## config.mk

```make
export PLATFORM = sky130hd
export DESIGN_NAME = zynq_host_bridge
export DESIGN_NICKNAME = d
export VERILOG_FILES = /design/src/design/bridge_addr_pkg.sv /design/src/design/bridge_csr_pkg.sv /design/src/design/mem_region_profiler.sv /design/src/design/host_addr_decode.sv /design/src/design/dram_addr_rebase.sv /design/src/design/csr_regfile.sv /design/src/design/zynq_host_bridge.sv
export VERILOG_INCLUDE_DIRS = /design/src /design/src/design
export SDC_FILE = /design/constraint.sdc
export NUM_CORES = 1
export LEC_CHECK = 0
export ABC_AREA = 1
export BUFFER_PORTS_ARGS = -buffer_cell sky130_fd_sc_hd__buf_2
export CELL_PAD_IN_SITES_DETAIL_PLACEMENT = 0
export CELL_PAD_IN_SITES_GLOBAL_PLACEMENT = 1
export CORE_UTILIZATION = 44
export CTS_CLUSTER_SIZE = 28
export DETAILED_ROUTE_END_ITERATION = 16
export GPL_TIMING_DRIVEN = 0
export PLACE_DENSITY_LB_ADDON = 0.3
export SLEW_MARGIN = 15
export SYNTH_ARGS = -nofsm -noshare
export SYNTH_HDL_FRONTEND = slang
export SYNTH_HIERARCHICAL = 1
export SYNTH_SLANG_ARGS = --single-unit
```

## constraint.sdc

```tcl
create_clock -name axi_aclk_i -period 3.6 [get_ports axi_aclk_i]
set_input_delay 0.9 -clock axi_aclk_i [delete_from_list [all_inputs] [get_ports axi_aclk_i]]
set_output_delay 0.9 -clock axi_aclk_i [all_outputs]
set_load 0.005 [all_outputs]
```

## src/design/bridge_defines.svh

```systemverilog
`ifndef BRIDGE_DEFINES_SVH
`define BRIDGE_DEFINES_SVH

// accelerator physical and PS physical addresses
`define BRIDGE_ADDR_W 32

// host window port, top two address bits are dropped by the PS
`define BRIDGE_HOST_ADDR_W 30

// register word
`define BRIDGE_DATA_W 32

// accelerator DRAM starts here and is flipped off before rebasing
`define BRIDGE_DRAM_BASE 32'h8000_0000

// 120 MiB, first illegal offset into the allocated PS memory
`define BRIDGE_MEM_LIMIT 32'h0780_0000

// one bit per DRAM region
`define BRIDGE_PROF_W 128

// region index is the 7 bits ending here
`define BRIDGE_PROF_LSB 29

// register index
`define BRIDGE_CSR_IDX_W 4

`endif

```

## src/design/bridge_addr_pkg.sv

```systemverilog
package bridge_addr_pkg;

   // 32-bit physical address, accelerator or PS side
   typedef logic [31:0] addr_t;

   // address as it arrives on the host window port
   typedef logic [29:0] host_addr_t;

   // register word
   typedef logic [31:0] data_t;

   // sticky region map, one bit per region
   typedef logic [127:0] prof_map_t;

   // index into the region map
   typedef logic [6:0] region_idx_t;

   // host request after window translation
   typedef struct packed
   {
      logic  v;
      logic  we;
      logic  is_dram;
      addr_t addr;
   } tile_req_t;

   // accelerator DRAM request after rebasing into PS memory
   typedef struct packed
   {
      logic  v;
      logic  we;
      addr_t addr;
   } mem_req_t;

endpackage

```

## src/design/bridge_csr_pkg.sv

```systemverilog
package bridge_csr_pkg;

   // register map seen by the host
   // 0..2 are writable, the rest read back status
   typedef enum logic [3:0]
   {
      CSR_RESET       = 4'd0,
      CSR_DRAM_ALLOC  = 4'd1,
      CSR_DRAM_BASE   = 4'd2,
      CSR_INSTRET_LO  = 4'd3,
      CSR_INSTRET_HI  = 4'd4,
      CSR_PROF_0      = 4'd5,
      CSR_PROF_1      = 4'd6,
      CSR_PROF_2      = 4'd7,
      CSR_PROF_3      = 4'd8,
      CSR_ACCEL_STATE = 4'd9
   } csr_idx_e;

   // status reported by the accelerator complex
   // instret is the retired instruction count of the core
   // state is the accelerator FSM state, zero extended on readback
   typedef struct packed
   {
      logic [63:0] instret;
      logic [7:0]  state;
   } accel_status_t;

endpackage

```

## src/design/mem_region_profiler.sv

```systemverilog
`include "bridge_defines.svh"

module mem_region_profiler
  (
   input  logic                        axi_aclk_i,
   input  logic                        clear_i,
   input  logic                        touch_v_i,
   input  bridge_addr_pkg::region_idx_t region_i,
   output bridge_addr_pkg::prof_map_t  prof_map_o
  );

   import bridge_addr_pkg::*;

   prof_map_t touch_onehot;

   // one bit for the region of the current access, none when idle
   always_comb
   begin
      for (int i = 0; i < `BRIDGE_PROF_W; i++)
      begin
         touch_onehot[i] = touch_v_i && (region_i == i);
      end
   end

   // bits stay set until the accelerator is put back into reset
   always_ff @(posedge axi_aclk_i)
   begin
      if (clear_i)
      begin
         prof_map_o <= '0;
      end
      else
      begin
         prof_map_o <= prof_map_o | touch_onehot;
      end
   end

endmodule

```

## src/design/host_addr_decode.sv

```systemverilog
`include "bridge_defines.svh"

module host_addr_decode
  (
   input  logic                       axi_aclk_i,
   input  logic                       rst_n_i,
   input  logic                       host_v_i,
   input  logic                       host_we_i,
   input  bridge_addr_pkg::host_addr_t host_addr_i,
   output bridge_addr_pkg::tile_req_t  tile_req_o
  );

   import bridge_addr_pkg::*;

   addr_t remap_addr;
   logic  is_dram;

   logic  v_q;
   logic  we_q;
   logic  is_dram_q;
   addr_t addr_q;

   // window 0x0000_0000..0x0fff_ffff lands on accelerator DRAM at 0x8000_0000
   // window 0x2000_0000..0x2fff_ffff lands on local space at 0x0000_0000
   always_comb
   begin
      remap_addr = {~host_addr_i[`BRIDGE_HOST_ADDR_W-1], 3'b000,
                    host_addr_i[`BRIDGE_HOST_ADDR_W-3:0]};
      is_dram    = remap_addr[`BRIDGE_ADDR_W-1];
   end

   always_ff @(posedge axi_aclk_i)
   begin
      if (!rst_n_i)
      begin
         v_q <= 1'b0;
      end
      else
      begin
         v_q <= host_v_i;
      end
   end

   // payload only moves with a valid request
   always_ff @(posedge axi_aclk_i)
   begin
      if (host_v_i)
      begin
         we_q      <= host_we_i;
         is_dram_q <= is_dram;
         addr_q    <= remap_addr;
      end
   end

   assign tile_req_o = '{v: v_q, we: we_q, is_dram: is_dram_q, addr: addr_q};

endmodule

```

## src/design/dram_addr_rebase.sv

```systemverilog
`include "bridge_defines.svh"

module dram_addr_rebase
  (
   input  logic                        axi_aclk_i,
   input  logic                        rst_n_i,
   input  logic                        dram_v_i,
   input  logic                        dram_we_i,
   input  bridge_addr_pkg::addr_t      dram_addr_i,
   input  bridge_addr_pkg::addr_t      dram_base_i,
   input  logic                        clear_i,
   output bridge_addr_pkg::mem_req_t   mem_req_o,
   output logic                        range_err_o,
   output bridge_addr_pkg::prof_map_t  prof_map_o
  );

   import bridge_addr_pkg::*;

   addr_t       dram_offset;
   addr_t       ps_addr;
   logic        over_limit;
   region_idx_t region;

   logic  v_q;
   logic  range_err_q;
   logic  we_q;
   addr_t addr_q;

   // xor drops the accelerator DRAM base, then the PS allocation is added
   always_comb
   begin
      dram_offset = dram_addr_i ^ `BRIDGE_DRAM_BASE;
      ps_addr     = dram_offset + dram_base_i;
      over_limit  = (dram_offset >= `BRIDGE_MEM_LIMIT);
      region      = dram_addr_i[`BRIDGE_PROF_LSB -: $bits(region_idx_t)];
   end

   always_ff @(posedge axi_aclk_i)
   begin
      if (!rst_n_i)
      begin
         v_q         <= 1'b0;
         range_err_q <= 1'b0;
      end
      else
      begin
         v_q         <= dram_v_i;
         // request still goes out, the error is only flagged
         range_err_q <= dram_v_i && over_limit;
      end
   end

   always_ff @(posedge axi_aclk_i)
   begin
      if (dram_v_i)
      begin
         we_q   <= dram_we_i;
         addr_q <= ps_addr;
      end
   end

   assign mem_req_o   = '{v: v_q, we: we_q, addr: addr_q};
   assign range_err_o = range_err_q;

   // profiler sees the raw accelerator address
   mem_region_profiler u_profiler
     (
      .axi_aclk_i (axi_aclk_i),
      .clear_i    (clear_i),
      .touch_v_i  (dram_v_i),
      .region_i   (region),
      .prof_map_o (prof_map_o)
     );

endmodule

```

## src/design/csr_regfile.sv

```systemverilog
`include "bridge_defines.svh"

module csr_regfile
  (
   input  logic                          axi_aclk_i,
   input  logic                          rst_n_i,
   input  logic                          csr_wr_i,
   input  logic                          csr_rd_i,
   input  logic [`BRIDGE_CSR_IDX_W-1:0]  csr_idx_i,
   input  bridge_addr_pkg::data_t        csr_wdata_i,
   input  bridge_csr_pkg::accel_status_t accel_status_i,
   input  bridge_addr_pkg::prof_map_t    prof_map_i,
   output bridge_addr_pkg::data_t        csr_rdata_o,
   output logic                          csr_rvalid_o,
   output bridge_addr_pkg::addr_t        dram_base_o,
   output logic                          accel_reset_o
  );

   import bridge_addr_pkg::*;
   import bridge_csr_pkg::*;

   data_t reset_r;
   data_t dram_alloc_r;
   data_t dram_base_r;
   data_t reset_d;
   data_t rdata_d;

   logic  wr_reset;
   logic  wr_alloc;
   logic  wr_base;

   assign wr_reset = csr_wr_i && (csr_idx_i == CSR_RESET);
   assign wr_alloc = csr_wr_i && (csr_idx_i == CSR_DRAM_ALLOC);
   assign wr_base  = csr_wr_i && (csr_idx_i == CSR_DRAM_BASE);

   // next value of the reset register, so the accelerator reset
   // tracks a write on the same edge the register takes it
   assign reset_d = wr_reset ? csr_wdata_i : reset_r;

   always_ff @(posedge axi_aclk_i)
   begin
      if (!rst_n_i)
      begin
         reset_r       <= '0;
         dram_alloc_r  <= '0;
         dram_base_r   <= '0;
         accel_reset_o <= 1'b1;
      end
      else
      begin
         reset_r       <= reset_d;
         // bit 0 low keeps the accelerator held
         accel_reset_o <= ~reset_d[0];
         if (wr_alloc)
         begin
            dram_alloc_r <= csr_wdata_i;
         end
         if (wr_base)
         begin
            dram_base_r <= csr_wdata_i;
         end
      end
   end

   // read mux, unknown indices read as zero
   always_comb
   begin
      case (csr_idx_e'(csr_idx_i))
         CSR_RESET:       rdata_d = reset_r;
         CSR_DRAM_ALLOC:  rdata_d = dram_alloc_r;
         CSR_DRAM_BASE:   rdata_d = dram_base_r;
         CSR_INSTRET_LO:  rdata_d = accel_status_i.instret[31:0];
         CSR_INSTRET_HI:  rdata_d = accel_status_i.instret[63:32];
         CSR_PROF_0:      rdata_d = prof_map_i[0*`BRIDGE_DATA_W +: `BRIDGE_DATA_W];
         CSR_PROF_1:      rdata_d = prof_map_i[1*`BRIDGE_DATA_W +: `BRIDGE_DATA_W];
         CSR_PROF_2:      rdata_d = prof_map_i[2*`BRIDGE_DATA_W +: `BRIDGE_DATA_W];
         CSR_PROF_3:      rdata_d = prof_map_i[3*`BRIDGE_DATA_W +: `BRIDGE_DATA_W];
         CSR_ACCEL_STATE: rdata_d = data_t'(accel_status_i.state);
         default:         rdata_d = '0;
      endcase
   end

   always_ff @(posedge axi_aclk_i)
   begin
      if (!rst_n_i)
      begin
         csr_rvalid_o <= 1'b0;
      end
      else
      begin
         csr_rvalid_o <= csr_rd_i;
      end
   end

   // read word is captured only on a read strobe
   always_ff @(posedge axi_aclk_i)
   begin
      if (csr_rd_i)
      begin
         csr_rdata_o <= rdata_d;
      end
   end

   assign dram_base_o = addr_t'(dram_base_r);

endmodule

```

## src/design/zynq_host_bridge.sv

```systemverilog
`include "bridge_defines.svh"

module zynq_host_bridge
  (
   input  logic                          axi_aclk_i,
   input  logic                          rst_n_i,

   // register port from the PS
   input  logic                          csr_wr_i,
   input  logic                          csr_rd_i,
   input  logic [`BRIDGE_CSR_IDX_W-1:0]  csr_idx_i,
   input  bridge_addr_pkg::data_t        csr_wdata_i,
   output bridge_addr_pkg::data_t        csr_rdata_o,
   output logic                          csr_rvalid_o,

   // host window into the accelerator
   input  logic                          host_v_i,
   input  logic                          host_we_i,
   input  bridge_addr_pkg::host_addr_t   host_addr_i,
   output bridge_addr_pkg::tile_req_t    tile_req_o,

   // accelerator DRAM traffic towards PS memory
   input  logic                          dram_v_i,
   input  logic                          dram_we_i,
   input  bridge_addr_pkg::addr_t        dram_addr_i,
   output bridge_addr_pkg::mem_req_t     mem_req_o,
   output logic                          range_err_o,

   // accelerator status and reset
   input  bridge_csr_pkg::accel_status_t accel_status_i,
   output logic                          accel_reset_o
  );

   import bridge_addr_pkg::*;

   addr_t     dram_base;
   prof_map_t prof_map;

   // decode
   host_addr_decode u_host_decode
     (
      .axi_aclk_i  (axi_aclk_i),
      .rst_n_i     (rst_n_i),
      .host_v_i    (host_v_i),
      .host_we_i   (host_we_i),
      .host_addr_i (host_addr_i),
      .tile_req_o  (tile_req_o)
     );

   // execute, profiler is held clear along with the accelerator
   dram_addr_rebase u_dram_rebase
     (
      .axi_aclk_i  (axi_aclk_i),
      .rst_n_i     (rst_n_i),
      .dram_v_i    (dram_v_i),
      .dram_we_i   (dram_we_i),
      .dram_addr_i (dram_addr_i),
      .dram_base_i (dram_base),
      .clear_i     (accel_reset_o),
      .mem_req_o   (mem_req_o),
      .range_err_o (range_err_o),
      .prof_map_o  (prof_map)
     );

   // result
   csr_regfile u_csr
     (
      .axi_aclk_i     (axi_aclk_i),
      .rst_n_i        (rst_n_i),
      .csr_wr_i       (csr_wr_i),
      .csr_rd_i       (csr_rd_i),
      .csr_idx_i      (csr_idx_i),
      .csr_wdata_i    (csr_wdata_i),
      .accel_status_i (accel_status_i),
      .prof_map_i     (prof_map),
      .csr_rdata_o    (csr_rdata_o),
      .csr_rvalid_o   (csr_rvalid_o),
      .dram_base_o    (dram_base),
      .accel_reset_o  (accel_reset_o)
     );

endmodule

```

# Word level (Yosys, flattened, before mapping)
# Cells that the tools add are included.
# word_totals
ff_bits	325
latch_bits	0
ram_bits	0
mem_bits_ro	0
input_bits	178
out_inout_bits	104
wordCells	294
mem_count	0
# classes
n_addsub	1
mul	0
n_div	0
magnitude_cmp	1
n_eq_ne	136
shifts	0
n_mux	2
n_bitwise	4
reduce_logical	134
# op_table
operator	count
7-bit == test (second input constant)	64
32-bit case mux with 10 select lines	1
7-bit by 6-bit == test with 1-bit output (second input constant)	32
1-bit logical AND	132
128-bit bitwise OR	1
7-bit by 5-bit == test with 1-bit output (second input constant)	16
7-bit by 4-bit == test with 1-bit output (second input constant)	8
32-bit adder	1
32-bit by 27-bit >= comparator with 1-bit output (second input constant)	1
7-bit by 3-bit == test with 1-bit output (second input constant)	4
4-bit by 3-bit == test with 1-bit output (second input constant)	4
7-bit by 2-bit == test with 1-bit output (second input constant)	2
4-bit by 2-bit == test with 1-bit output (second input constant)	2
4-bit == test (second input constant)	2
7-bit by 1-bit == test with 1-bit output (second input constant)	1
7-bit zero test	1
4-bit by 1-bit == test with 1-bit output (second input constant)	1
4-bit zero test	1
1-bit NOT	3
1-bit 2-to-1 mux	1

# Logic depth before layout (Yosys ltp)
# Gate-level depths: netlist of run 1.
# logic_depth
ltp_word	4
ltp_mapped	12
mapped_depth_nobuf	12

# Modules after synthesis
# The synthesis of run 1 kept the hierarchy.
# modules_own_cells
mod	n_inst	cells_each	area_each_um2	seq_area_each_um2
csr_regfile	1	1127	7320.8	2922.8
mem_region_profiler	1	570	4566.9	2562.5
dram_addr_rebase	1	534	3400.8	1031.0
host_addr_decode	1	42	988.4	920.9

# Worst setup path after synthesis of run 1
# OpenSTA, ideal clock, no wires.
# synth_timing
path_type	input-to-reg
start	input port dram_addr_i[0]
end	register u_dram_rebase.addr_q[28], data pin
setup_ns	0.252
arrival_time_ns	2.207
required_ns	3.348
path_slack_ns	1.141
stages	12
n_path_buf	0
path_cell_list	ha_1 > fa_1 > nand3_1 > nand3_1 > nand2_1 > nand2_2 > nand2_1 > nand2_2 > nand2_1 > nand2_1 > nand2_1 > nand2_1
# synth_between
elab_chain_cells	1
# synth_lines
item	line	source
start: declaration	zynq_host_bridge.sv:25	input bridge_addr_pkg::addr_t dram_addr_i,
32-bit adder	dram_addr_rebase.sv:33	ps_addr = dram_offset + dram_base_i;
named net u_dram_rebase.ps_addr[28]	dram_addr_rebase.sv:20	addr_t ps_addr;
end signal: assignment	dram_addr_rebase.sv:58	addr_q <= ps_addr;
end: declaration	dram_addr_rebase.sv:27	addr_t addr_q;
# The timed path passes the listed nets, and every way through them passes these cells.
# A chain may end at the register's enable or synchronous reset.

# Worst setup path in the final report of run 1
# layout_timing
start	input port dram_v_i
end	register u_dram_rebase.u_profiler.prof_map_o[81]
# layout_between
elab_chain_cells	2
# layout_lines
item	line	source
start: declaration	zynq_host_bridge.sv:23	input logic dram_v_i,
1-bit logical AND	mem_region_profiler.sv:21	touch_onehot[i] = touch_v_i && (region_i == i);
128-bit bitwise OR	mem_region_profiler.sv:34	prof_map_o <= prof_map_o | touch_onehot;
end signal: assignment	mem_region_profiler.sv:34	
end: declaration	mem_region_profiler.sv:9	output bridge_addr_pkg::prof_map_t prof_map_o
# Every way passes these cells.

==> results of run 1 <==
==> metrics by stage <==
step                      area [um^2]  std cells
after floorplan                 16280       2275
after global placement          18250       3019
after detailed placement        18250       3019
after CTS                       19580       3089
after global routing            19580       3089
final                           19580       3091
==> final timing paths <==
kind	start	endpoint	slack, ns
setup / recovery	dram_v_i	u_dram_rebase/u_profiler/prof_map_o[81]	1.09
hold / removal	u_dram_rebase/u_profiler/prof_map_o[71]	u_dram_rebase/u_profiler/prof_map_o[71]	0.45
setup reg to reg	u_csr/dram_base_o[0]	u_dram_rebase/addr_q[20]	1.35
hold reg to reg	u_dram_rebase/u_profiler/prof_map_o[71]	u_dram_rebase/u_profiler/prof_map_o[71]	0.45
==> critical path, cell delays in order <==
cell                      delay, ns
sky130_fd_sc_hd__buf_2         0.71
sky130_fd_sc_hd__buf_2         0.39
sky130_fd_sc_hd__buf_1         0.55
sky130_fd_sc_hd__nand3_1       0.20
sky130_fd_sc_hd__a21oi_1       0.20
==> synthesized netlist by cell type (all sizes together) <==
cell    number
a21o         1
nand4       37
inv        279
nor2       224
o21bai       2
a41oi        1
conb         1
dfxtp      229
nand3      421
xor2        16
clkbuf      63
nand2      561
edfxtp      95
clkinv       1
ha          31
a21oi      233
fa           1
buf         71
nor3         6
==> flip-flops by register name, indices dropped and copies added (netlist names) <==
signal / count
u_dram_rebase/addr_q: 32
u_csr/reset_r: 32
u_csr/accel_reset_o: 1
u_host_decode/we_q: 1
u_dram_rebase/we_q: 1
u_csr/csr_rdata_o: 32
u_host_decode/is_dram_q: 1
u_dram_rebase/v_q: 1
u_csr/csr_rvalid_o: 1
u_csr/dram_alloc_r: 32
u_host_decode/addr_q: 28
u_dram_rebase/range_err_o: 1
u_dram_rebase/u_profiler/prof_map_o: 128
u_csr/dram_base_o: 32
u_host_decode/v_q: 1
==> area by class of cell <==
cell class	instances	area share (%)
flip-flops and latches	324	37.98
plain buffers	134	3.239
repair buffers	276	7.054
clock inverters	10	0.5239
well taps	468	2.990
inverters	280	5.367
diodes	2	0.02556
multi-input cells	1537	36.57
clock buffers	60	6.249
==> cell families (layout without fill, tap and decap cells) <==
group,after synthesis,count (layout),synth area share [%]
adder cells (fa/ha/maj),32,32,2.506
XOR/XNOR,16,16,0.8609
flip-flops,324,324,45.69
buffers and inverters,414,760,10.35
other,1,5,0.02304
AND/OR/NAND/NOR,1249,1249,33.21
AO/OA/AOI/OAI,237,237,7.356
==> layer usage <==
metal  global-route usage, %  up-vias  part of all wire [%]
met3                   4.303      147                   6.5
met1                   37.69     7456                    41
met2                   52.90      633                    48
met5                       0        -                     0
met4                   15.67        0                   4.6
li1                        -     7993                     -
==> power breakdown <==
| group | switching, mW | internal [mW] |
|---|---|---|
| Combinational | 0.540 | 0.240 |
| Clock | 1.59 | 2.48 |
| Sequential | 0.0283 | 3.85 |
==> Implementation_results.wiki, run 1 <==
{| class="wikitable"
! Metric !! Value
|-
| Final setup violation count || 0
|-
| GRT Util Overall || 30.79%
|-
| Clock tree from TritonCTS || built
|-
| Shortest period the worst path allows || 2.508 ns
|-
| Total iterations of the first detailed-routing run || 6
|-
| Cells after Synth || 2,273
|-
| Final Hold Fails || 0
|-
| Number of cells on the worst reg-to-reg path || 12
|-
| Cell row count || 70
|-
| Hold crit path type || flop to flop
|-
| CTS Root Cell || sky130_fd_sc_hd__clkbuf_16
|-
| Clock edge transition at the registers on the reported setup and hold paths || 0.06 ns
|-
| Largest buffer count on any clock path || 3
|-
| Unique masters post-synth || 26
|-
| Post-synthesis cell area || 16,280 um^2
|-
| Port Buffer Count || 276
|-
| First-pass GRT wire length || 87.89 mm
|-
| Remaining antenna violation count || 0
|-
| Number of resized instances in the post-cts repair step || 0
|-
| Total count of max-transition violations in the final report || 0
|-
| Maximum clock frequency || 398.7 MHz
|-
| Core footprint || 36,520 um^2
|-
| Worst-case setup margin in the final layout || 1.092 ns
|-
| Later-pin clock latency in the skew report || 0.56 ns
|-
| Count of hold-fix buffers inserted at cts || 0
|-
| Share of final-layout standard cells stronger than drive strength 1 || 16.33%
|-
| Number of H-tree levels || 2
|-
| DRC violation count after routing || 0
|-
| Routed via count || 16,230
|-
| Worst hold-check slack || 0.4491 ns
|-
| Category of the most critical setup path || input pin to flop
|-
| Post-DP HPWL || 45.32 mm
|-
| Total wirelength of the detailed-routed design || 59.15 mm
|-
| Sequential Area || 7437 um^2
|-
| Period utilisation layout || 69.67%
|-
| GP Congestion || 0.9607
|-
| Area of the die || 37,770 um^2
|-
| Cell types with the largest area share after synthesis || sky130_fd_sc_hd__dfxtp_1, sky130_fd_sc_hd__edfxtp_1, sky130_fd_sc_hd__nand3_1
|-
| Run status || finished, final reports clean
|-
| Wire length per cell || 19.14 um
|-
| Largest vdd supply drop || 0.3029 mV
|-
| FF+latch count, synth || 324
|-
| Cell depth of the worst min-delay path || 2
|-
| Critical path launch point type || input pin
|-
| Fill cells || 3,653
|-
| Total setup buffers inserted after CTS || 0
|-
| Worst Tran Pin Value || 1.085 ns
|-
| Average cell area after synthesis || 7.161 um^2
|-
| Clock buffer count from CTS || 38
|-
| Most common cell after layout, fill and taps aside || sky130_fd_sc_hd__nand2_1
|-
| Count of nets after finishing || 2,801
|-
| Number of placed I/O pins || 282
|-
| Leading cell types in the layout, fill and taps excluded || sky130_fd_sc_hd__nand2_1, sky130_fd_sc_hd__nand3_1, sky130_fd_sc_hd__buf_2, sky130_fd_sc_hd__inv_1, sky130_fd_sc_hd__a21oi_1
|-
| Proportion of netlist area held by the largest area contributor || 28.17%
|-
| Static leakage || 8.714 nW
|-
| Crit path required time || 4.08 ns
|-
| Global route total overflow || 0
|-
| Area of combinational cells with multiple inputs || 7162 um^2
|-
| CP max FO || 37
|-
| Initial antenna violation count || 0
|-
| Leading area contributor after synthesis || sky130_fd_sc_hd__dfxtp_1
|-
| Summed negative setup slack over all endpoints || 0 ns
|-
| Avg Vias per Cell || 5.250
|-
| Overall die height || 194.3 um
|-
| Worst slack after detailed placement || 0.6132 ns
|-
| Count of maximum capacitance violations || 0
|-
| Die Wd || 194.3 um
|-
| Synth-to-layout area growth || 20.31%
|-
| Power Dens Cells || 445.7 nW/um^2
|-
| Kind of end point of the critical path || flop
|-
| Core Util, Final || 53.62%
|-
| RSZ-0062 raised after global routing || false
|-
| Normalized max-slew margin || 27.37%
|-
| Arrival time of the worst setup path || 2.99 ns
|-
| Pin count of the biggest net entering global routing || 38
|-
| PnR Total Power || 8.728 mW
|-
| Synth warn || 6
|-
| DRC marker count from the first detailed-route iteration || 1,296
|-
| Starting density of the core || 44.57%
|-
| Number of global-route vias before repair || 15,370
|-
| Maximum clock skew at final layout || 0.02096 ns
|-
| Sink Count || 324
|-
| Share of the yosys chip area belonging to registers || 45.69%
|}
Power figures use the tool's default switching activity.
==> run 2, diff against run 1 <==
--- a/config.mk
+++ b/config.mk
@@ -6,11 +6,11 @@
 export SDC_FILE = /design/constraint.sdc
 export NUM_CORES = 1
 export LEC_CHECK = 0
-export ABC_AREA = 1
+export ABC_AREA = 0
 export BUFFER_PORTS_ARGS = -buffer_cell sky130_fd_sc_hd__buf_2
 export CELL_PAD_IN_SITES_DETAIL_PLACEMENT = 0
 export CELL_PAD_IN_SITES_GLOBAL_PLACEMENT = 1
-export CORE_UTILIZATION = 44
+export CORE_UTILIZATION = 43
 export CTS_CLUSTER_SIZE = 28
 export DETAILED_ROUTE_END_ITERATION = 16
 export GPL_TIMING_DRIVEN = 0
==> constraint.sdc (replaced) <==
create_clock -name axi_aclk_i -period 2.5 [get_ports axi_aclk_i]
set_input_delay 0.625 -clock axi_aclk_i [delete_from_list [all_inputs] [get_ports axi_aclk_i]]
set_output_delay 0.625 -clock axi_aclk_i [all_outputs]
set_load 0.005 [all_outputs]
==> run 2 against run 1 <==
The run now ends with negative setup slack left; area after synthesis down 9.3%; global-route usage down 1.5 points; die area down 7.1%; wire length down 10%; final cell count down 25%; non-clock buffer count down 8; register-to-register slack worse by 1.7 ns; sequential power up 44%; flip-flop and latch count unchanged; clock skew up 0.0078 ns; critical path type is now flop to flop; critical endpoint is now u_dram_rebase/addr_q[30].
==> Implementation_results.wiki, run 2 <==
{| class="wikitable"
! Metric !! Value
|-
| FF+latch count, synth || 324 (unchanged)
|-
| PnR Total Power || 11.77 mW (+35%)
|-
| Share of the yosys chip area belonging to registers || 50.37% (+4.7 points)
|-
| Normalized max-slew margin || 32.77% (+5.4 points)
|-
| Initial antenna violation count || 0 (unchanged)
|-
| Global route total overflow || 0 (unchanged)
|-
| GP Congestion || 0.9228 (-3.9%)
|-
| Static leakage || 6.944 nW (-20%)
|-
| Worst-case setup margin in the final layout || -0.3282 ns (-1.420 ns)
|-
| Critical path launch point type || flop
|-
| Ant. Diodes || 0 (-2)
|-
| Most common cell after layout, fill and taps aside || sky130_fd_sc_hd__buf_2
|-
| Worst hold endpoint || u_host_decode/addr_q[27]
|-
| Minimum setup slack among reg-to-reg paths || -0.33 ns (-1.68 ns)
|-
| Core footprint || 33,700 um^2 (-7.7%)
|-
| Number of H-tree levels || 2 (unchanged)
|-
| Die Wd || 187.3 um (-3.6%)
|-
| Routed via count || 13,370 (-18%)
|-
| Worst hold-check slack || 0.2755 ns (-0.1736 ns)
|-
| Synth warn || 6 (unchanged)
|-
| Wire length per cell || 22.90 um (+20%)
|-
| DRC violation count after routing || 0 (unchanged)
|-
| Starting density of the core || 43.81% (-0.75 points)
|-
| Category of the most critical setup path || flop to flop
|-
| Largest vdd supply drop || 0.4184 mV (+38%)
|-
| Clock buffer count from CTS || 36 (-5.3%)
|-
| Pin count of the biggest net entering global routing || 41 (+7.9%)
|-
| Non-filler cells, final || 2,319 (-25%)
|-
| Shortest period the worst path allows || 2.828 ns
|-
| Avg Vias per Cell || 5.765 (+9.8%)
|-
| Cell types with the largest area share after synthesis || sky130_fd_sc_hd__dfxtp_1, sky130_fd_sc_hd__edfxtp_1, sky130_fd_sc_hd__nand2_1
|-
| Unique masters post-synth || 77 (+200%)
|-
| Maximum clock frequency || 353.6 MHz
|-
| Arrival time of the worst setup path || 3.09 ns (+0.10 ns)
|-
| Period utilisation layout || 113.1%
|-
| Leading cell types in the layout, fill and taps excluded || sky130_fd_sc_hd__buf_2, sky130_fd_sc_hd__nand2_1, sky130_fd_sc_hd__dfxtp_1, sky130_fd_sc_hd__o22ai_1, sky130_fd_sc_hd__inv_1
|-
| Worst slack after detailed placement || -0.8841 ns (-1.497 ns)
|-
| DRC marker count from the first detailed-route iteration || 1,557 (+20%)
|-
| Post-DP HPWL || 39.97 mm (-12%)
|-
| RSZ-0062 raised after global routing || true
|-
| First-pass GRT wire length || 76.60 mm (-13%)
|-
| Maximum clock skew at final layout || 0.02878 ns (+0.007819 ns)
|-
| Largest buffer count on any clock path || 3 (unchanged)
|-
| Cell depth of the worst min-delay path || 1 (-1)
|-
| Average cell area after synthesis || 9.753 um^2 (+36%)
|-
| Number of global-route vias before repair || 12,450 (-19%)
|-
| Leading area contributor after synthesis || sky130_fd_sc_hd__dfxtp_1
|-
| Max FFs per register || 128 (unchanged)
|-
| Overall die height || 187.3 um (-3.6%)
|-
| Count of maximum capacitance violations || 0 (unchanged)
|-
| Number of placed I/O pins || 282 (unchanged)
|-
| Share of final-layout standard cells stronger than drive strength 1 || 25.76% (+9.4 points)
|-
| Worst Tran Pin Value || 1.009 ns (-0.07688 ns)
|-
| Count of hold-fix buffers inserted at cts || 0 (unchanged)
|-
| Final Hold Fails || 0 (unchanged)
|-
| Count of nets after finishing || 2,054 (-27%)
|-
| Most frequently used cell type in the post-synthesis netlist || sky130_fd_sc_hd__nand2_1
|-
| Cells after Synth || 1,514 (-33%)
|-
| Most used flip-flop cell after synthesis || sky130_fd_sc_hd__dfxtp_1
|-
| Top metal layer carrying routed signals || met4
|-
| Later-pin clock latency in the skew report || 0.54 ns (-0.02 ns)
|-
| Area of the die || 35,080 um^2 (-7.1%)
|-
| Total count of max-transition violations in the final report || 0 (unchanged)
|-
| Met3 layer wire length in the routed design || 4.861 mm (+27%)
|-
| Number of placed instances with taps included || 2,239 (-26%)
|-
| Cell row count || 67 (-4.3%)
|-
| Power Dens Cells || 648.2 nW/um^2 (+45%)
|-
| Total iterations of the first detailed-routing run || 8 (+2)
|-
| Run status || complete, but fails checks
|-
| Remaining antenna violation count || 0 (unchanged)
|-
| Kind of end point of the critical path || flop
|-
| CP max FO || 3 (-92%)
|-
| Reg-to-reg critical path startpoint || u_csr/dram_base_o[0]
|-
| CTS Root Cell || sky130_fd_sc_hd__clkbuf_16
|-
| GRT Util Overall || 29.26% (-1.5 points)
|-
| Endpoint of the lowest-slack register-to-register path || u_dram_rebase/addr_q[30]
|-
| Worst Hold Launch || host_addr_i[27]
|-
| Final setup violation count || 5 (+5)
|-
| Post-synthesis cell area || 14,770 um^2 (-9.3%)
|-
| Synth-to-layout area growth || 23.02%
|-
| Crit path required time || 2.76 ns (-1.32 ns)
|-
| Port Buffer Count || 275 (-0.36%)
|-
| Share of synthesized flip-flops with an asynchronous set or reset || 0% (unchanged)
|-
| Number of cells on the worst reg-to-reg path || 10 (-2)
|-
| Number of enable-type register cells in the synthesized netlist || 95 (unchanged)
|-
| Proportion of netlist area held by the largest area contributor || 31.05% (+2.9 points)
|-
| Register ranked first by flip-flop count || u_dram_rebase/u_profiler/prof_map_o
|-
| Clock tree from TritonCTS || built
|-
| Sink Count || 324 (unchanged)
|-
| Wire length the detailed router placed on met1 || 22.15 mm (-8.7%)
|-
| Clock edge transition at the registers on the reported setup and hold paths || 0.06 ns (about the same)
|-
| Core Util, Final || 53.90% (+0.28 points)
|-
| Hold crit path type || input pin to flop
|-
| Total wirelength of the detailed-routed design || 53.10 mm (-10%)
|-
| Most numerous cell types in the synthesized netlist || sky130_fd_sc_hd__nand2_1, sky130_fd_sc_hd__dfxtp_1, sky130_fd_sc_hd__o22ai_1, sky130_fd_sc_hd__inv_1, sky130_fd_sc_hd__edfxtp_1
|-
| Violated checks || negative setup slack
|-
| Met2 WL post-DR || 24.49 mm (-14%)
|}
==> run 2: cell count changes in the layout (fill, tap and decap cells not counted), sizes merged, moves of 32 or more <==
cell	before	now
nand3	421	8
nand2	561	236
a21oi	233	36
inv	281	106
nor2	224	62
o22ai	0	114
a21boi	0	96
a22oi	0	57
mux2i	0	37
a31oi	0	36
nand4	37	5
==> run 2: metrics by stage <==
step / TNS, ns / area, um^2
after floorplan: -1.895 / 14800
after global placement: -12.25 / 16740
after detailed placement: -12.84 / 16740
after CTS: -1.188 / 17980
after global routing: -2.271 / 18160
final: -1.494 / 18160
==> run 2: what timing repair did <==
action / CTS / global route
setup endpoints to repair: 11 / 12
resized for setup: 10 / 26
pin swaps: 8 / 14
hold endpoints to repair: 0 / 0
setup buffers: 8 / 8
==> run 2: layer usage <==
layer,vias to the layer above,GRT usage [%]
li1,6132,-
met1,6440,38.68
met2,699,47.56
met3,97,5.760
met4,0,10.18
met5,-,0
==> run 2: worst max-delay path, stage by stage, from the launching register on <==
cell	delay [ns]
sky130_fd_sc_hd__dfxtp_4	0.36
sky130_fd_sc_hd__ha_4	0.16
sky130_fd_sc_hd__fa_2	0.34
sky130_fd_sc_hd__a21o_1	0.23
sky130_fd_sc_hd__a221oi_4	0.26
sky130_fd_sc_hd__o21a_2	0.20
sky130_fd_sc_hd__o31ai_4	0.10
sky130_fd_sc_hd__a211o_1	0.29
sky130_fd_sc_hd__a21o_1	0.23
sky130_fd_sc_hd__a311oi_2	0.29
sky130_fd_sc_hd__xnor2_1	0.10
==> run 2: layout make-up <==
type,instances,area [um^2]
Fill cell,3213,15530
Sequential cell,324,7445
Multi-Input combinational cell,976,6521
Timing Repair Buffer,290,1496
Clock buffer,55,1075
Buffer,112,615.6
Tap cell,448,560.5
Inverter,104,390.4
Clock inverter,10,61.31
==> run 2: cells by family after synthesis <==
logic type | Yosys count | synth area share [%]
buf+inv | 216 | 6.804
flops | 324 | 50.37
compound gates | 461 | 22.25
mux | 56 | 3.983
fa+ha+maj | 32 | 2.762
xor+xnor | 31 | 1.839
simple gates | 393 | 11.97
other cells | 1 | 0.02540
==> run 2: worst max path at each step <==
| stage | startpoint | end | slack, ns | depth (start not counted) |
|---|---|---|---|---|
| after CTS | u_csr/dram_base_o[0] | u_dram_rebase/addr_q[30] | -0.32 | 10 |
| after detailed placement | dram_addr_i[0] | u_dram_rebase/addr_q[30] | -0.88 | 11 |
| final | u_csr/dram_base_o[0] | u_dram_rebase/addr_q[30] | -0.33 | 10 |
| after floorplan | dram_addr_i[0] | u_dram_rebase/addr_q[30] | -0.48 | 10 |
| after global routing | u_csr/dram_base_o[0] | u_dram_rebase/addr_q[30] | -0.44 | 10 |
| after global placement | dram_addr_i[0] | u_dram_rebase/addr_q[30] | -0.85 | 11 |
==> run 2: power breakdown <==
group | total (mW) | switching, mW | internal, mW
Clock | 5.13 | 2.15 | 2.97
Sequential | 5.59 | 0.0419 | 5.55
Combinational | 1.06 | 0.644 | 0.412
Total | 11.8 | 2.84 | 8.93
